<file path="src/oooConsts.svh">
`ifndef OOO_CONSTS_SVH
`define OOO_CONSTS_SVH

// datapath width
`define XLEN 32

// physical register space, p0 is the hard zero register
`define PREG_COUNT 128
`define PREG_BITS 7

// window sizes, both powers of two so the indices wrap naturally
`define RS_DEPTH 16 // reservation station entries
`define ROB_DEPTH 16 // reorder buffer entries

// data memory, word addressed by byte address bits 9:2
`define DMEM_WORDS 256

`endif

</file>
<file path="src/isaPkg.sv">
`default_nettype none
`include "oooConsts.svh"

package isaPkg;

	typedef logic [`XLEN-1:0] wordT; // data word
	typedef logic [`PREG_BITS-1:0] pregT; // physical register number

	// encoding matches the decode stage ALUOp field
	typedef enum logic [1:0] {
		ALU_ADD = 2'b00,
		ALU_SUB = 2'b01,
		ALU_OR = 2'b10,
		ALU_AND = 2'b11
	} aluOpT;

	// which execution unit takes the instruction
	typedef enum logic {
		FU_ALU = 1'b0,
		FU_MEM = 1'b1 // loads and stores
	} fuT;

endpackage

`default_nettype wire

</file>
<file path="src/windowPkg.sv">
`default_nettype none
`include "oooConsts.svh"

package windowPkg;
	import isaPkg::*;

	typedef logic [$clog2(`ROB_DEPTH)-1:0] robIdxT; // reorder buffer slot
	typedef logic [$clog2(`RS_DEPTH)-1:0] rsIdxT; // reservation station slot

	// one waiting instruction
	typedef struct packed {
		logic inUse; // slot holds an instruction
		fuT fu; // target unit
		aluOpT aluOp; // add/sub/or/and
		logic isStore; // store, no register result
		logic aluSrc; // 1: second operand is imm
		robIdxT rob; // owning rob slot
		pregT rd; // destination
		pregT rs1; // source tags
		pregT rs2;
		logic rs1Ready; // operand captured
		logic rs2Ready;
		wordT rs1Val; // operand values
		wordT rs2Val;
		wordT imm; // immediate, also address offset
	} rsEntryT;

	// one in-flight instruction in program order
	typedef struct packed {
		logic valid; // slot allocated
		logic complete; // result is back
		logic isStore; // write memory at retire
		pregT dest; // new mapping
		pregT oldDest; // mapping to free at retire
		wordT pc; // reported at retire
		wordT result; // register value
		wordT stAddr; // store address
		wordT stData; // store data
	} robEntryT;

endpackage

`default_nettype wire

</file>
<file path="src/reorderBuffer.sv">
`timescale 1ns/1ps
`default_nettype none
`include "oooConsts.svh"

module reorderBuffer import isaPkg::*, windowPkg::*; (
	input wire logic clk,
	input wire logic rst,
	input wire logic dispFire,
	input wire pregT dispRd,
	input wire pregT dispOldRd,
	input wire wordT dispPc,
	input wire logic dispIsStore,
	output robIdxT allocIdx,
	output logic robFree,
	input wire logic aluWbValid,
	input wire robIdxT aluWbRob,
	input wire wordT aluWbData,
	input wire logic memWbValid,
	input wire robIdxT memWbRob,
	input wire wordT memWbData,
	input wire logic memWbStore,
	input wire wordT memWbAddr,
	input wire wordT memWbStoreData,
	output logic retireValid,
	output wordT retirePc,
	output pregT retireDest,
	output wordT retireValue,
	output pregT retireOldDest,
	output logic retireIsStore,
	output wordT storeAddr,
	output wordT storeData
);

	localparam int CW = $clog2(`ROB_DEPTH) + 1; // count needs room for full

	robEntryT entries [`ROB_DEPTH];
	robIdxT head; // oldest, next to retire
	robIdxT tail; // next free slot
	logic [CW-1:0] count; // occupied slots
	robEntryT headEntry;

	assign headEntry = entries[head];
	assign allocIdx = tail;
	assign robFree = count != CW'(`ROB_DEPTH);

	// retire straight from the head, one per cycle
	assign retireValid = headEntry.valid && headEntry.complete;
	assign retirePc = headEntry.pc;
	assign retireDest = headEntry.dest;
	assign retireValue = headEntry.result;
	assign retireOldDest = headEntry.oldDest; // back to the free list
	assign retireIsStore = retireValid && headEntry.isStore; // doubles as dmem write strobe
	assign storeAddr = headEntry.stAddr;
	assign storeData = headEntry.stData;

	always_ff @(posedge clk) begin
		if (rst) begin
			head <= '0;
			tail <= '0;
			count <= '0;
			for (int i = 0; i < `ROB_DEPTH; i++) begin
				entries[i].valid <= 1'b0;
				entries[i].complete <= 1'b0;
			end
		end else begin
			if (dispFire) begin
				entries[tail] <= '{
					valid: 1'b1,
					complete: 1'b0,
					isStore: dispIsStore,
					dest: dispRd,
					oldDest: dispOldRd,
					pc: dispPc,
					result: '0,
					stAddr: '0,
					stData: '0
				};
				tail <= tail + 1'b1; // wraps at depth
			end
			if (aluWbValid) begin
				entries[aluWbRob].result <= aluWbData;
				entries[aluWbRob].complete <= 1'b1;
			end
			if (memWbValid) begin
				entries[memWbRob].result <= memWbData; // zero for a store
				entries[memWbRob].complete <= 1'b1;
				if (memWbStore) begin
					entries[memWbRob].stAddr <= memWbAddr;
					entries[memWbRob].stData <= memWbStoreData;
				end
			end
			if (retireValid) begin
				entries[head].valid <= 1'b0;
				head <= head + 1'b1;
			end
			count <= count + CW'(dispFire) - CW'(retireValid);
		end
	end

endmodule

`default_nettype wire

</file>
<file path="config.mk">
export PLATFORM = sky130hd
export DESIGN_NAME = reorderBuffer
export DESIGN_NICKNAME = d
export VERILOG_FILES = /design/src/isaPkg.sv /design/src/windowPkg.sv /design/src/reorderBuffer.sv
export VERILOG_INCLUDE_DIRS = /design/src /design/src/src
export SDC_FILE = /design/constraint.sdc
export NUM_CORES = 2
export LEC_CHECK = 0
export BUFFER_PORTS_ARGS = -buffer_cell sky130_fd_sc_hd__clkbuf_2
export CAP_MARGIN = 10
export CORE_MARGIN = 2
export CORE_UTILIZATION = 46
export CTS_BUF_LIST = sky130_fd_sc_hd__clkbuf_16
export DETAILED_ROUTE_END_ITERATION = 8
export PLACE_DENSITY_LB_ADDON = 0.12
export REMOVE_ABC_BUFFERS = 1
export SLEW_MARGIN = 10
export SYNTH_ARGS = -nofsm -noshare
export SYNTH_HDL_FRONTEND = slang
export SYNTH_SLANG_ARGS = --single-unit
export TNS_END_PERCENT = 10
</file>
<file path="constraint.sdc">
create_clock -name clk -period 5.6 [get_ports clk]
set_input_delay 1.12 -clock clk [delete_from_list [all_inputs] [get_ports clk]]
set_output_delay 1.12 -clock clk [all_outputs]
set_load 0.005 [all_outputs]
</file>
Word level (Yosys, flattened, before mapping)
Memory sizes are Yosys's and may differ from the RTL's. A register that Yosys moved wholly into a read port is not among the register bits.
Cells that the tools add are included.
- add/subtract/negate cells: 4
- equality and inequality tests: 1
- multiplexer cells: 32
- reduce and logical (&&, ||, !) cells: 6
- operators by type and width (operator ; count):
    $mux W145 ; 4
    $reduce_or A145 Y1 ; 4
    $mux W4 ; 7
    $mux W1 ; 18
    $add A4 B1 Y4 const B ; 2
    $add A5 B1 Y5 ; 1
    $mux W5 ; 1
    $ne A5 B5 Y1 const B ; 1
    $sub A5 B1 Y5 ; 1
    $mux W3 ; 1
    $logic_and A1 B1 Y1 ; 2
    $mux W2 ; 1
- memory bits (writable): 2320
- register bits after elaboration: 13
- memories: 1
- memories (memory ; depth ; width ; read ports ; clocked after Yosys merged registers in ; write ports ; RTL line ; text):
    entries ; 16 ; 145 ; 1 ; 1 ; 16 ; reorderBuffer.sv:36 ; robEntryT entries [`ROB_DEPTH];

Logic depth before layout (Yosys ltp)
- word-level depth: 6
- depth in mapped cells: 17
- gate-level depth less buffers: 14

Worst setup path before layout
No wires, ideal clock.
- path kind: input -> register
- start point: in dispFire
- end point: mem entries[13][0] (netlist name) (enable)
- stages on the path: 5
- arrival time: 4.723 ns
- path slack: 0.456 ns
- library setup time: 0.421 ns
- required time: 5.179 ns
- buffers on the path: 1
- cells stage by stage: clkbuf_1 -> nand2_1 -> nor2_1 -> and2_0 -> a21o_1
- RTL lines (what ; RTL line ; text):
    start, declared ; reorderBuffer.sv:8 ; input wire logic dispFire,
    end, declared ; reorderBuffer.sv:36 ;

==> flow_summary.ini <==
[timing]
min_period_ps = 5030
worst_slew_pin_slew_ps = 1290
max_freq_mhz = 199
setup_ws_ps = 574
hold_viol = 0
drv_slew = 0
rsz0062_at_grt = no
setup_viol = 0
slew_headroom_pct = 13.5
skew_ps = 47.0
fin_crit_sh_pct = 89.7
fin_tns_setup_ps = 0

[clock_tree]
clk_path_buf_depth = 4
cts.sinks = 2337
cts_setup_buffers = 0
cts-htree-levels = 5
clk_pin_slew_ps = 60
ctsHoldBuffers = 0
clock_latency_ps = 910
cts_buffers = 275
cts_resized = 0
cts_tree = built
cts-root-buf = clkbuf_16

[yosys]
synth.top_cells.by_area = edfxtp_1, mux4_2, a22o_1
synth.largest_area_cell = edfxtp_1
yosysSeqAreaShare_pct = 68.4
ys.flop_type = edfxtp_1
synth_most_common_cell = edfxtp_1
ys_types = 59
ys_ff_latch = 2337
synth_edf_count = 2288
syn_inst = 5815
synth_area_um2 = 102000
avgSynthCellArea_um2 = 17.5
synth-warning-count = 0
ys_top_cells_by_count = edfxtp_1, mux4_2, and3_1, and2_1, clkbuf_1
synth_async_sr_flop_share_pct = 0
synth_top_area_share_pct = 67.5

[route]
final_antenna_net_count = 0
firstDrtPassIters = 5
viasPerCell = 6.22
drc = 0
vias = 56372
routed_wl_um = 291000
drt-initial-drc-count = 6099
wl_per_cell_um = 32.1

[layout]
fin_cells = 9070
areaGrowthSynthToFinish_pct = 12.4
fillers = 17584
drive_gt1_share_pct = 26.4
nets = 6127

[worst_setup_path]
crit_family = multiplexers
path_max_fanout = 56
path_class = flop to primary output
cp.arrival_ps = 3910
cp-start-kind = flop
cp_slowest_cell = dfxtp_4
crit_top_cell = mux4_2
critPathMaxStageDelay_ps = 1030
cp-end-kind = primary output
crit_required_ps = 4480
path_cells = buf_4 -> mux4_2 -> mux4_2 -> clkbuf_2
critPathBufInv = 2

[grt]
grt_pass1_wl_um = 421000
grt_usage_pct = 25.9
grt_max_degree = 118
grt_overflow = 0
antenna_found_initial = 51
grt_pass1_vias = 57838

[die]
rows = 172
die_y_um = 474
dieArea_um2 = 225000
core_area_um2 = 220000
pin_count = 338
initial_core_util_pct = 46.3
die_w_um = 474

[placement]
port_buffers = 337
dp_hpwl_um = 156000
place_congestion = 0.802
dpl.cell_count = 8604
place_ws_ps = 1350

[pwr]
powerDensity_nw_per_um2 = 323
switching_share_pct = 21.2
switchingPower_w = 0.00786
pwr-share-clk_pct = 43.9
ir_worst_vdd_mv = 0.315
power_leakage_nw = 36.5
p_seq_share_pct = 52.3
p_comb_share_pct = 3.8
power.internal_w = 0.0292

[outcome]
outcome = finished, final reports clean

[hold_path]
hp-class = flop to flop
min_from = entries[5][144]

[flow_run]
drv_cap = 0
cells in the final DEF, fill, tap and decap left out, types with 4 or more instances in the layout:
| cell type | netlist | layout |
|---|---|---|
| a21oi_1 | 129 | 126 |
| o211ai_1 | 4 | 4 |
| dfxtp_1 | 49 | 45 |
| inv_1 | 30 | 82 |
| edfxtp_1 | 2288 | 2288 |
| nor2b_1 | 26 | 26 |
| clkinv_1 | 0 | 57 |
| clkinvlp_4 | 0 | 4 |
| a211oi_1 | 16 | 16 |
| a32oi_1 | 11 | 11 |
| a21o_4 | 0 | 8 |
| nor3_4 | 1 | 4 |
| nand4_1 | 4 | 4 |
| buf_4 | 6 | 111 |
| diode_2 | 0 | 14 |
| and3_4 | 0 | 8 |
| nor2_1 | 36 | 16 |
| mux4_2 | 699 | 699 |
| nand3_1 | 54 | 44 |
| buf_12 | 0 | 30 |
| xor2_1 | 4 | 4 |
| dfxtp_4 | 0 | 4 |
| nand3_2 | 0 | 10 |
| nand2b_1 | 4 | 4 |
| bufinv_16 | 0 | 8 |
| and2_1 | 516 | 515 |
| ha_1 | 14 | 14 |
| and3_1 | 524 | 516 |
| nand3b_1 | 7 | 7 |
| or2_4 | 0 | 8 |
| clkbuf_2 | 3 | 336 |
| clkinv_2 | 0 | 45 |
| mux2i_1 | 17 | 17 |
| a22o_1 | 416 | 416 |
| nor2_4 | 1 | 25 |
| clkbuf_16 | 0 | 282 |
| nand2_1 | 249 | 245 |
| nand2_2 | 0 | 4 |
through the flow:
| step | hold WS, ps | total power [W] | util, % | cell area [um2] |
|---|---|---|---|---|
| 2_1_floorplan | 425 | 0.0204 | - | 99200 |
| 3_3_place_gp | 434 | 0.0211 | 48.4 | 106000 |
| 3_5_place_dp | 441 | 0.0211 | 48.4 | 106000 |
| 4_1_cts | 451 | 0.0373 | 52.0 | 114000 |
| 5_1_grt | 461 | 0.0381 | 52.0 | 114000 |
| 6_report | 453 | 0.0370 | 52.0 | 114000 |
power groups by stage:
stage          registers (W)  clock network, W  logic (W)
2_1_floorplan         0.0198                 0   0.000679
6_report              0.0194            0.0163    0.00139
3_5_place_dp          0.0197                 0    0.00139
4_1_cts               0.0194            0.0165    0.00140
3_3_place_gp          0.0197                 0    0.00137
5_1_grt               0.0194            0.0172    0.00149
routing by layer:
layer / GRT usage, % / vias up / share of wire [%]
li1: - / 23467 / -
met1: 36.7 / 30200 / 42
met2: 41.6 / 2164 / 48
met3: 4.52 / 497 / 7.1
met4: 7.13 / 44 / 2.5
met5: 0 / - / 0.099
cell families (layout without fill, tap and decap cells):
| group | after synthesis | in the layout | share of synthesized area [%] |
|---|---|---|---|
| AO/OA/AOI/OAI | 599 | 599 | 4.62 |
| XOR/XNOR | 6 | 6 | 0.0516 |
| adder cells (fa/ha/maj) | 15 | 15 | 0.192 |
| buffers and inverters | 678 | 961 | 2.74 |
| flip-flops | 2337 | 2337 | 68.4 |
| multiplexers | 717 | 717 | 15.6 |
| other | 0 | 14 | 0 |
| AND/OR/NAND/NOR | 1463 | 1463 | 8.33 |
state kept, by name (all words and copies together), names as in the netlist, named ones only:
register / count
head: 4
count: 5
allocIdx: 4
entries: 2320
worst reg2reg max path: stages, from the launching register on:
cell     delay [ps]
dfxtp_4        1030
nand3_1         180
a21oi_1         240
o22ai_1         260
nor2_2          840
ha_1            390
inv_1            60
ha_1            150
inv_1            60
fa_1            420
inv_1            70
a21oi_1          60
nor2_1          130
or3_1           130
a21oi_1          60
final timing paths:
| kind | slack (ps) | cells past startpoint | to |
|---|---|---|---|
| setup reg to reg | 1350 | 14 | count[4] |
| hold reg to reg | 450 | 2 | entries[5][144] |
| setup / recovery | 570 | 4 | retireValue[11] |
| hold / removal | 450 | 2 | entries[5][144] |
cell type report:
class,count,area (um2),area share [%]
sequential,2337,69700,60.9
multi-input combinational,2800,29800,26.0
clock buffer,282,7060,6.16
tap,2958,3700,3.23
timing repair buffer,479,3160,2.76
clock inverter,170,918,0.802
inverter,30,129,0.113
antenna,14,35.0,0.0306
Note: power is estimated with default switching activity, not from simulation.
