<file path="config.mk">
export PLATFORM = sky130hd
export DESIGN_NAME = aluUnit
export DESIGN_NICKNAME = d
export VERILOG_FILES = /design/src/isaPkg.sv /design/src/windowPkg.sv /design/src/aluUnit.sv
export VERILOG_INCLUDE_DIRS = /design/src /design/src/src
export SDC_FILE = /design/constraint.sdc
export NUM_CORES = 1
export LEC_CHECK = 0
export ABC_AREA = 1
export BUFFER_PORTS_ARGS = -buffer_cell sky130_fd_sc_hd__buf_4
export CAP_MARGIN = 20
export CORE_MARGIN = 1.5
export CORE_UTILIZATION = 40
export CTS_CLUSTER_SIZE = 14
export DETAILED_ROUTE_END_ITERATION = 12
export GPL_TIMING_DRIVEN = 0
export PLACE_DENSITY = 0.71
export SLEW_MARGIN = 30
export SYNTH_ARGS = -nofsm -noshare
export SYNTH_HDL_FRONTEND = slang
export SYNTH_SLANG_ARGS = --single-unit
export TNS_END_PERCENT = 50
</file>
<file path="constraint.sdc">
create_clock -name clk -period 3.2 [get_ports clk]
set_input_delay 0.32 -clock clk [delete_from_list [all_inputs] [get_ports clk]]
set_output_delay 0.32 -clock clk [all_outputs]
set_load 0.01 [all_outputs]
</file>
<file path="src/oooConsts.svh">
`ifndef OOO_CONSTS_SVH
`define OOO_CONSTS_SVH

// datapath width
`define XLEN 32

// physical register space, p0 is the hard zero register
`define PREG_COUNT 128
`define PREG_BITS 7

// window sizes, both powers of two so the indices wrap naturally
`define RS_DEPTH 16 // reservation station entries
`define ROB_DEPTH 16 // reorder buffer entries

// data memory, word addressed by byte address bits 9:2
`define DMEM_WORDS 256

`endif

</file>
<file path="src/isaPkg.sv">
`default_nettype none
`include "oooConsts.svh"

package isaPkg;

	typedef logic [`XLEN-1:0] wordT; // data word
	typedef logic [`PREG_BITS-1:0] pregT; // physical register number

	// encoding matches the decode stage ALUOp field
	typedef enum logic [1:0] {
		ALU_ADD = 2'b00,
		ALU_SUB = 2'b01,
		ALU_OR = 2'b10,
		ALU_AND = 2'b11
	} aluOpT;

	// which execution unit takes the instruction
	typedef enum logic {
		FU_ALU = 1'b0,
		FU_MEM = 1'b1 // loads and stores
	} fuT;

endpackage

`default_nettype wire

</file>
<file path="src/windowPkg.sv">
`default_nettype none
`include "oooConsts.svh"

package windowPkg;
	import isaPkg::*;

	typedef logic [$clog2(`ROB_DEPTH)-1:0] robIdxT; // reorder buffer slot
	typedef logic [$clog2(`RS_DEPTH)-1:0] rsIdxT; // reservation station slot

	// one waiting instruction
	typedef struct packed {
		logic inUse; // slot holds an instruction
		fuT fu; // target unit
		aluOpT aluOp; // add/sub/or/and
		logic isStore; // store, no register result
		logic aluSrc; // 1: second operand is imm
		robIdxT rob; // owning rob slot
		pregT rd; // destination
		pregT rs1; // source tags
		pregT rs2;
		logic rs1Ready; // operand captured
		logic rs2Ready;
		wordT rs1Val; // operand values
		wordT rs2Val;
		wordT imm; // immediate, also address offset
	} rsEntryT;

	// one in-flight instruction in program order
	typedef struct packed {
		logic valid; // slot allocated
		logic complete; // result is back
		logic isStore; // write memory at retire
		pregT dest; // new mapping
		pregT oldDest; // mapping to free at retire
		wordT pc; // reported at retire
		wordT result; // register value
		wordT stAddr; // store address
		wordT stData; // store data
	} robEntryT;

endpackage

`default_nettype wire

</file>
<file path="src/aluUnit.sv">
`timescale 1ns/1ps
`default_nettype none

module aluUnit import isaPkg::*, windowPkg::*; (
	input wire logic clk,
	input wire logic rst,
	input wire logic issue,
	input wire rsEntryT issueEntry,
	output logic wbValid,
	output pregT wbRd,
	output robIdxT wbRob,
	output wordT wbData
);

	logic vld; // issue register occupied
	rsEntryT held; // issued instruction
	wordT opB; // rs2 or imm

	always_ff @(posedge clk) begin
		if (rst) vld <= 1'b0;
		else vld <= issue; // one cycle per instruction
	end

	always_ff @(posedge clk) begin
		if (issue) held <= issueEntry;
	end

	always_comb begin
		opB = held.aluSrc ? held.imm : held.rs2Val;
		case (held.aluOp)
			ALU_ADD: wbData = held.rs1Val + opB;
			ALU_SUB: wbData = held.rs1Val - opB;
			ALU_OR: wbData = held.rs1Val | opB;
			default: wbData = held.rs1Val & opB; // ALU_AND
		endcase
	end

	assign wbValid = vld; // broadcast lasts the cycle after issue
	assign wbRd = held.rd;
	assign wbRob = held.rob;

endmodule

`default_nettype wire

</file>
## After elaboration in Yosys (flattened, before gate mapping)

Cells that the tools add are included.

| storage, ports and cells | value |
|---|---|
| bits in latches | 0 |
| bits in registers | 111 |
| bits in read-only memories | 0 |
| logic and storage cells | 17 |
| input bits | 132 |
| memories kept | 0 |
| bits in writable memories | 0 |

| operators by class | value |
|---|---|
| $add $sub $neg | 2 |
| $lt $le $gt $ge | 0 |
| shifts and indexed selects | 0 |
| muxes and demuxes | 2 |
| bitwise logic cells | 2 |
| reductions and logical operators | 1 |
| divide/modulo/power cells | 0 |
| multiply operators | 0 |
| equality and inequality tests | 2 |

Operators with widths:

| operator | count |
|---|---|
| $pmux W32 S3 | 1 |
| $add A32 B32 Y32 | 1 |
| $and A32 B32 Y32 | 1 |
| $mux W32 | 1 |
| $or A32 B32 Y32 | 1 |
| $sub A32 B32 Y32 | 1 |
| $eq A2 B1 Y1 const B | 1 |
| $eq A2 B2 Y1 const B | 1 |
| $logic_not A2 Y1 | 1 |

## Depth between registers and ports, before layout

Gate-level depths: netlist of the first run.

| logic depth | value |
|---|---|
| depth after elaboration | 3 |
| mapped depth | 28 |
| mapped depth without buffers | 26 |

## Least setup slack after synthesis of the first run

OpenSTA, ideal clock, no wires.

| path | value |
|---|---|
| path type | register -> output |
| start | register held[123] (netlist bit) |
| end | output port wbData[23] |
| arrival | 3.188 ns |
| path slack | -0.308 ns |
| required time | 2.880 ns |
| cell stages (with the launch flop) | 22 |
| path through | edfxtp_1 -> buf_6 -> buf_6 -> o21ai_1 -> ha_1 -> nand3_2 -> nor2_4 -> inv_1 -> o21ai_2 -> o21ai_0 -> xor2_1 -> ha_1 -> nand2_1 -> nor2_1 -> inv_1 -> nor2_1 -> nand2_1 -> nand2_1 -> a21oi_1 -> or2_2 -> nand3_1 -> nand2_1 |

| between the ends | value |
|---|---|
| longest elaborated chain between the ends | 3 |

Ends and longest elaborated chain:

| element | RTL line | RTL |
|---|---|---|
| from (decl) | aluUnit.sv:16 | `rsEntryT held;` |
| from (signal assigned) | aluUnit.sv:25 | `if (issue) held <= issueEntry;` |
| $mux W32 * | aluUnit.sv:29 | `opB = held.aluSrc ? held.imm : held.rs2Val;` |
| $sub A32 B32 Y32, or another cell as far along | aluUnit.sv:32 | `ALU_SUB: wbData = held.rs1Val - opB;` |
| $pmux W32 S3 * | aluUnit.sv:30 | `case (held.aluOp)` |
| to (decl) | aluUnit.sv:12 | `output wordT wbData` |

Every way passes the cells marked *; elsewhere a longest branch is shown, timed or not.

## Final worst setup path of the first run

| path | value |
|---|---|
| start | register held[123] (netlist bit) |
| end | output port wbData[27] |

The elaborated chain is that of the path after synthesis.

==> results of run 1 <==
## metal layers
metal / track usage [%] / vias to the layer above / part of all wire, % / routed length, um
li1: - / 3942 / - / -
met1: 32.3 / 3743 / 43 / 11400
met2: 40.8 / 317 / 49 / 13100
met3: 2.83 / 45 / 5.5 / 1460
met4: 7.14 / 0 / 2.5 / 680
met5: 0 / - / 0 / 0
## cells by family (layout without fill, tap and decap cells)
family	Yosys count	after routing	synth area share, %
AO/OA/AOI/OAI	184	184	12.2
flip-flops	111	111	41.2
AND/OR/NAND/NOR	530	530	28.4
buffers and inverters	170	408	9.39
XOR/XNOR	31	31	3.36
adder cells (fa/ha/maj)	35	35	5.52
## worst min path at each step
stage / from / to / slack, ns / cells past startpoint
2_1_floorplan: rst / wbValid / 0.39 / 1
3_3_place_gp: rst / wbValid / 0.48 / 2
3_5_place_dp: rst / wbValid / 0.48 / 2
4_1_cts: rst / wbValid / 0.09 / 2
5_1_grt: rst / wbValid / 0.11 / 2
6_report: rst / wbValid / 0.11 / 2
## layout make-up
| type | instances | area [sq um] | area share, % |
|---|---|---|---|
| Inverter | 134 | 510 | 4.27 |
| Timing Repair Buffer | 223 | 1730 | 14.4 |
| Multi-Input combinational cell | 780 | 5480 | 45.8 |
| Buffer | 35 | 284 | 2.37 |
| Clock inverter | 7 | 90.1 | 0.753 |
| Tap cell | 265 | 332 | 2.77 |
| Sequential cell | 111 | 3320 | 27.8 |
| Clock buffer | 9 | 225 | 1.88 |
## what timing repair did
| item | 4_1_cts | 5_1_grt |
|---|---|---|
| resized for setup | 124 | 257 |
| hold buffers | 0 | 0 |
| setup endpoints to repair | 31 | 30 |
| pin swaps | 48 | 80 |
| buffers inserted | 37 | 30 |
## state kept, by name (all words and copies together), names as in the netlist
register and flops:
held 99, wbRob 4, wbValid 1, wbRd 7
## power by group
| group | switching, uW | internal, uW | leakage [uW] | total (uW) |
|---|---|---|---|---|
| clock | 554 | 624 | 0.000147 | 1180 |
| combinational | 1760 | 1290 | 0.00402 | 3050 |
| sequential | 66.3 | 1730 | 0.00108 | 1790 |
## through the flow
stage	hold WS (ns)	area (sq um)	TNS [ns]
detailed placement	0.483	9640	-17.17
global route	0.110	12000	-25.42
finish	0.106	12000	-19.87
global placement	0.483	9640	-17.53
CTS	0.0917	10600	-20.23
floorplan	0.391	8130	-0.245
## layout by cell type (no fill, tap or decap), types with 19 or more instances in the layout
master / count
a21oi_1: 28
a21oi_2: 22
buf_4: 223
edfxtp_1: 110
ha_4: 19
inv_1: 117
nand2_1: 243
nand2_2: 77
nand2_4: 22
nand3_1: 35
nor2_1: 51
nor2_2: 22
nor2_4: 24
o21ai_0: 54
o21ai_2: 27
==> results.json, run 1 <==
{
  "path_max_fanout": 7,
  "syn_avg_cell_area_sq_um": 7.61,
  "critPathLaunch": "held[123]",
  "fmax_mhz": 246,
  "synthFlopType": "edfxtp_1",
  "grt_pass1_wl_mm": 39.7,
  "syn_to_final_growth_pct": 48.2,
  "timing.critical_path.to": "wbData[27]",
  "crit_slowest_cell": "edfxtp_1",
  "wl_mm": 26.7,
  "grt_overflow_total": 0,
  "synth_area_sq_mm": 0.00807,
  "fin_crit_ns": 4.06,
  "hold_class": "in2reg",
  "drive_gt1_share_pct": 44.3,
  "yosysTopAreaCellShare_pct": 40.9,
  "vias_per_cell": 5.15,
  "cpPeakStageDelay_ns": 0.43,
  "ys_top_cells_by_count": "nand2_1, inv_1, edfxtp_1",
  "arrival_ns": 3.74,
  "synth_nets": 1228,
  "power_uw": 6020,
  "tightest_slew_ns": 0.887,
  "fillers": 1736,
  "status": "finished with violations",
  "ir_drop_mv": 0.350,
  "synthesis.instances": 1061,
  "wl_per_cell_um": 17.1,
  "antenna_cells_inserted": 0,
  "die_w_um": 145,
  "dpl.cell_count": 1482,
  "row_count": 51,
  "h-tree-depth": 3,
  "place_ws_ns": -0.781,
  "async_flop_share_pct": 0,
  "initial_core_util_pct": 41.1,
  "cp-end-kind": "primary output",
  "antenna_found_initial": 0,
  "maxCapViolCount": 0,
  "place.gp.congestion": 0.975,
  "final_cells": 1564,
  "finalCritPeriodShare_pct": 127,
  "p_leak_uw": 0.00525,
  "core-area_sq_mm": 0.0197,
  "tritoncts": "yes",
  "ys_seq_area_share_pct": 41.2,
  "cts.path.max_buffers": 2,
  "path_delay_family": "simple AND/OR/NAND/NOR gates",
  "grtUsageTotal_pct": 24.0,
  "critPathBufInv": 7,
  "violations": "setup timing",
  "synth_edf_count": 110,
  "vias": 8047,
  "drc": 0,
  "grt_max_degree": 112,
  "drtIter0Drc": 725,
  "critPathRequiredTime_ns": 2.88,
  "p_per_area_mw_per_mm2": 503,
  "slew_violations": 0,
  "synth_cell_types": 42,
  "cts-buffers-inserted": 9,
  "path_depth": 28,
  "crit_path_frequent_cell": "nand2_1",
  "start_kind": "flop",
  "hold_viol_final": 0,
  "hpwlAfterDp_mm": 20.0,
  "grt_pass1_vias": 7548,
  "die_h_um": 145,
  "synth_top_area_cell": "edfxtp_1",
  "die_area_sq_mm": 0.0210,
  "ioPinCount": 176,
  "yosys-top-cells-area": "edfxtp_1, nand2_1, inv_1",
  "grt_setup_unrepaired": "yes",
  "fin_nets": 1461,
  "numClockSinks": 111,
  "postLayoutSetupSlackWorst_ns": -0.863,
  "slew_headroom_pct": 40.8,
  "yosys_warnings": 0,
  "crit_type": "reg2out",
  "setup_viol": 29,
  "clockRootBuffer": "clkbuf_16",
  "path_clk_slew_ns": 0.08,
  "synth_most_common_cell": "nand2_1",
  "first_pass_iters": 6,
  "port_buffers": 156,
  "ys_seq_elements": 111,
  "fin_util_pct": 60.9,
  "drtAntennaViolNets": 0
}
(Power assumes the default switching activity.)
==> inputs of run 2 (changes only) <==
--- a/config.mk
+++ b/config.mk
@@ -6,15 +6,17 @@
 export SDC_FILE = /design/constraint.sdc
 export NUM_CORES = 1
 export LEC_CHECK = 0
-export ABC_AREA = 1
+export ABC_AREA = 0
 export BUFFER_PORTS_ARGS = -buffer_cell sky130_fd_sc_hd__buf_4
 export CAP_MARGIN = 20
 export CORE_MARGIN = 1.5
 export CORE_UTILIZATION = 40
 export CTS_CLUSTER_SIZE = 14
 export DETAILED_ROUTE_END_ITERATION = 12
+export GPL_ROUTABILITY_DRIVEN = 0
 export GPL_TIMING_DRIVEN = 0
-export PLACE_DENSITY = 0.71
+export PLACE_DENSITY = 0.72
+export SKIP_LAST_GASP = 1
 export SLEW_MARGIN = 30
 export SYNTH_ARGS = -nofsm -noshare
 export SYNTH_HDL_FRONTEND = slang
==> run 2 against run 1 <==
The flow still finishes with violations (setup timing). Sequential share of layout area increased by 5.2 points. Global-route usage decreased by 1.7 points. Sequential power about the same. First-iteration DRC count decreased by 11%. Power decreased by 7.3%. Core utilization decreased by 3.1 points. Combinational power decreased by 16%. Cell count decreased by 27%. Non-clock buffer count decreased by 7. Fmax decreased by 28%. Sequential cell count unchanged. Largest cell class unchanged. Largest power group unchanged.
==> results.json, run 2 <==
{
  "arrival_ns": 5.32,
  "yosysTopAreaCellShare_pct": 45.9,
  "fin_worst_hold_slack_ns": 0.106,
  "place_ws_ns": -2.52,
  "postLayoutSetupSlackWorst_ns": -2.44,
  "h-tree-depth": 3,
  "grt_overflow_total": 0,
  "fin_util_pct": 57.8,
  "synthesis.instances": 686,
  "ys_top_cells_by_count": "edfxtp_1, a21oi_1, nor2_1",
  "fillers": 1440,
  "die_h_um": 137,
  "drive_gt1_share_pct": 39.3,
  "path_clk_slew_ns": 0.07,
  "grt_pass1_vias": 6048,
  "largest_reg_flops": 99,
  "grt_pass1_wl_mm": 31.6,
  "ioPinCount": 176,
  "grt_util_met1_pct": 29.6,
  "p_per_area_mw_per_mm2": 554,
  "core-area_sq_mm": 0.0174,
  "grtUsageTotal_pct": 22.3,
  "yosys_warnings": 0,
  "antenna_found_initial": 0,
  "grt_setup_unrepaired": "yes",
  "hpwlAfterDp_mm": 15.0,
  "ctsHoldBuffers": 0,
  "drtAntennaViolNets": 0,
  "fmax_mhz": 177,
  "syn_avg_cell_area_sq_um": 10.5,
  "fin_nets": 1072,
  "tritoncts": "yes",
  "synthFlopType": "edfxtp_1",
  "ir_drop_mv": 0.313,
  "ys_seq_area_share_pct": 46.2,
  "synthSimpleGateAreaFrac_pct": 12.8,
  "hold_viol_final": 0,
  "clockRootBuffer": "clkbuf_16",
  "p_leak_uw": 0.00414,
  "critPathLaunch": "held[123]",
  "yosys-top-cells-area": "edfxtp_1, ha_1, a21oi_1",
  "power_uw": 5580,
  "wl_per_cell_um": 18.9,
  "use_met2_pct": 35.6,
  "crit_type": "reg2out",
  "fin_crit_ns": 5.64,
  "maxCapViolCount": 0,
  "cts-buffers-inserted": 9,
  "synth_top_family_by_area": "compound AO/OA/AOI/OAI gates",
  "timing.critical_path.to": "wbData[31]",
  "antenna_cells_inserted": 0,
  "die_area_sq_mm": 0.0188,
  "tightest_slew_ns": 0.891,
  "async_flop_share_pct": 0,
  "met3_usage_pct": 4.63,
  "synth_compound_area_share_pct": 15.5,
  "cts.path.max_buffers": 2,
  "synth_area_sq_mm": 0.00720,
  "finalCritPeriodShare_pct": 176,
  "die_w_um": 137,
  "synth_nets": 853,
  "synth-xor-area-share_pct": 6.82,
  "fin_setup_tns_ns": -52.89,
  "initial_core_util_pct": 41.3,
  "drtIter0Drc": 645,
  "synth_most_common_cell": "edfxtp_1",
  "critPathRequiredTime_ns": 2.88,
  "vias_per_cell": 5.52,
  "row_count": 48,
  "slew_violations": 0,
  "slew_headroom_pct": 40.6,
  "synthAdderAreaFrac_pct": 8.00,
  "regMostFlops": "held",
  "synth_edf_count": 110,
  "final_cell_mix": "buf_4, edfxtp_1, a21oi_1",
  "drc": 0,
  "synth_top_area_cell": "edfxtp_1",
  "vias": 6266,
  "synthMuxAreaShare_pct": 6.05,
  "grt_max_degree": 112,
  "hold_class": "in2reg",
  "numClockSinks": 111,
  "path_max_fanout": 6,
  "violations": "setup timing",
  "first_pass_iters": 5,
  "syn_to_final_growth_pct": 39.9,
  "cp-end-kind": "primary output",
  "port_buffers": 156,
  "final_common_cell": "buf_4",
  "start_kind": "flop",
  "status": "finished with violations",
  "synth_cell_types": 66,
  "setup_viol": 31,
  "top_usage_layer": "met2",
  "wl_mm": 21.5,
  "ys_seq_elements": 111
}
==> run 2: changes by cell type after synthesis, sizes merged, moves of 30 or more <==
cell   previous run  this run
inv             132        29
nor2             97        50
nand2           343        32
o21ai           100        41
mux2i             0        30
nand3            54        10
==> run 2: final cells by class <==
class / count / area (sq um) / area share, %
multi-input cells: 503 / 4100 / 40.8
flip-flops and latches: 111 / 3320 / 33.0
repair buffers: 212 / 1650 / 16.4
plain buffers: 39 / 285 / 2.83
well taps: 225 / 282 / 2.80
clock buffers: 10 / 239 / 2.37
inverters: 29 / 111 / 1.11
clock inverters: 6 / 73.8 / 0.733
==> run 2: power breakdown <==
part | internal [uW] | switching (uW)
Combinational | 1240 | 1330
Clock | 642 | 554
Sequential | 1730 | 81.6
==> run 2: stage by stage <==
step,area (sq um),std cells
5_1_grt,10100,1135
4_1_cts,9770,1125
3_5_place_dp,8830,1067
6_report,10100,1135
2_1_floorplan,7380,686
3_3_place_gp,8830,1067
==> run 2: worst max-delay path, stage by stage, from the launching register on <==
cell and delay (ns):
edfxtp_1 0.44, buf_8 0.15, buf_8 0.11, buf_8 0.11, buf_12 0.11, clkbuf_16 0.15
buf_12 0.13, mux2i_4 0.23, ha_4 0.20, o21ai_4 0.06, or3_4 0.34, nand2b_4 0.16
nor3_4 0.15, nand3_2 0.10, or4_4 0.48, nand2_4 0.10, xor2_1 0.07, ha_1 0.30
buf_6 0.13, nand4_1 0.21, nor2_2 0.23, a21oi_1 0.10, a31o_2 0.26, o211a_1 0.14
nor3_2 0.17, nand4_1 0.13, buf_4 0.19
==> run 2: cells by family (layout without fill, tap and decap cells) <==
family	count (synthesis)	after routing
compound gates	186	186
simple gates	171	171
flops	111	111
buf+inv	72	296
xor+xnor	56	56
fa+ha+maj	48	48
mux	42	42
==> run 2: worst min-delay path by stage <==
stage | from | to | slack (ns) | cells past startpoint
2_1_floorplan | rst | wbValid | 0.39 | 1
5_1_grt | rst | wbValid | 0.09 | 2
3_3_place_gp | rst | wbValid | 0.48 | 2
6_report | rst | wbValid | 0.11 | 2
4_1_cts | rst | wbValid | 0.09 | 2
3_5_place_dp | rst | wbValid | 0.48 | 2
==> run 2: what timing repair did <==
item                                    4_1_cts  5_1_grt
cloned                                        0        0
endpoints found under the setup margin       31       31
pin swaps                                    38       32
endpoints found under the hold margin         0        0
resized for setup                            79       46
setup buffers                                44       15
==> run 2: metal layers <==
layer / up-vias / part of all wire (%)
met5: - / 0
met4: 0 / 3.1
met3: 46 / 6.9
met2: 285 / 47
met1: 2968 / 43
li1: 2967 / -
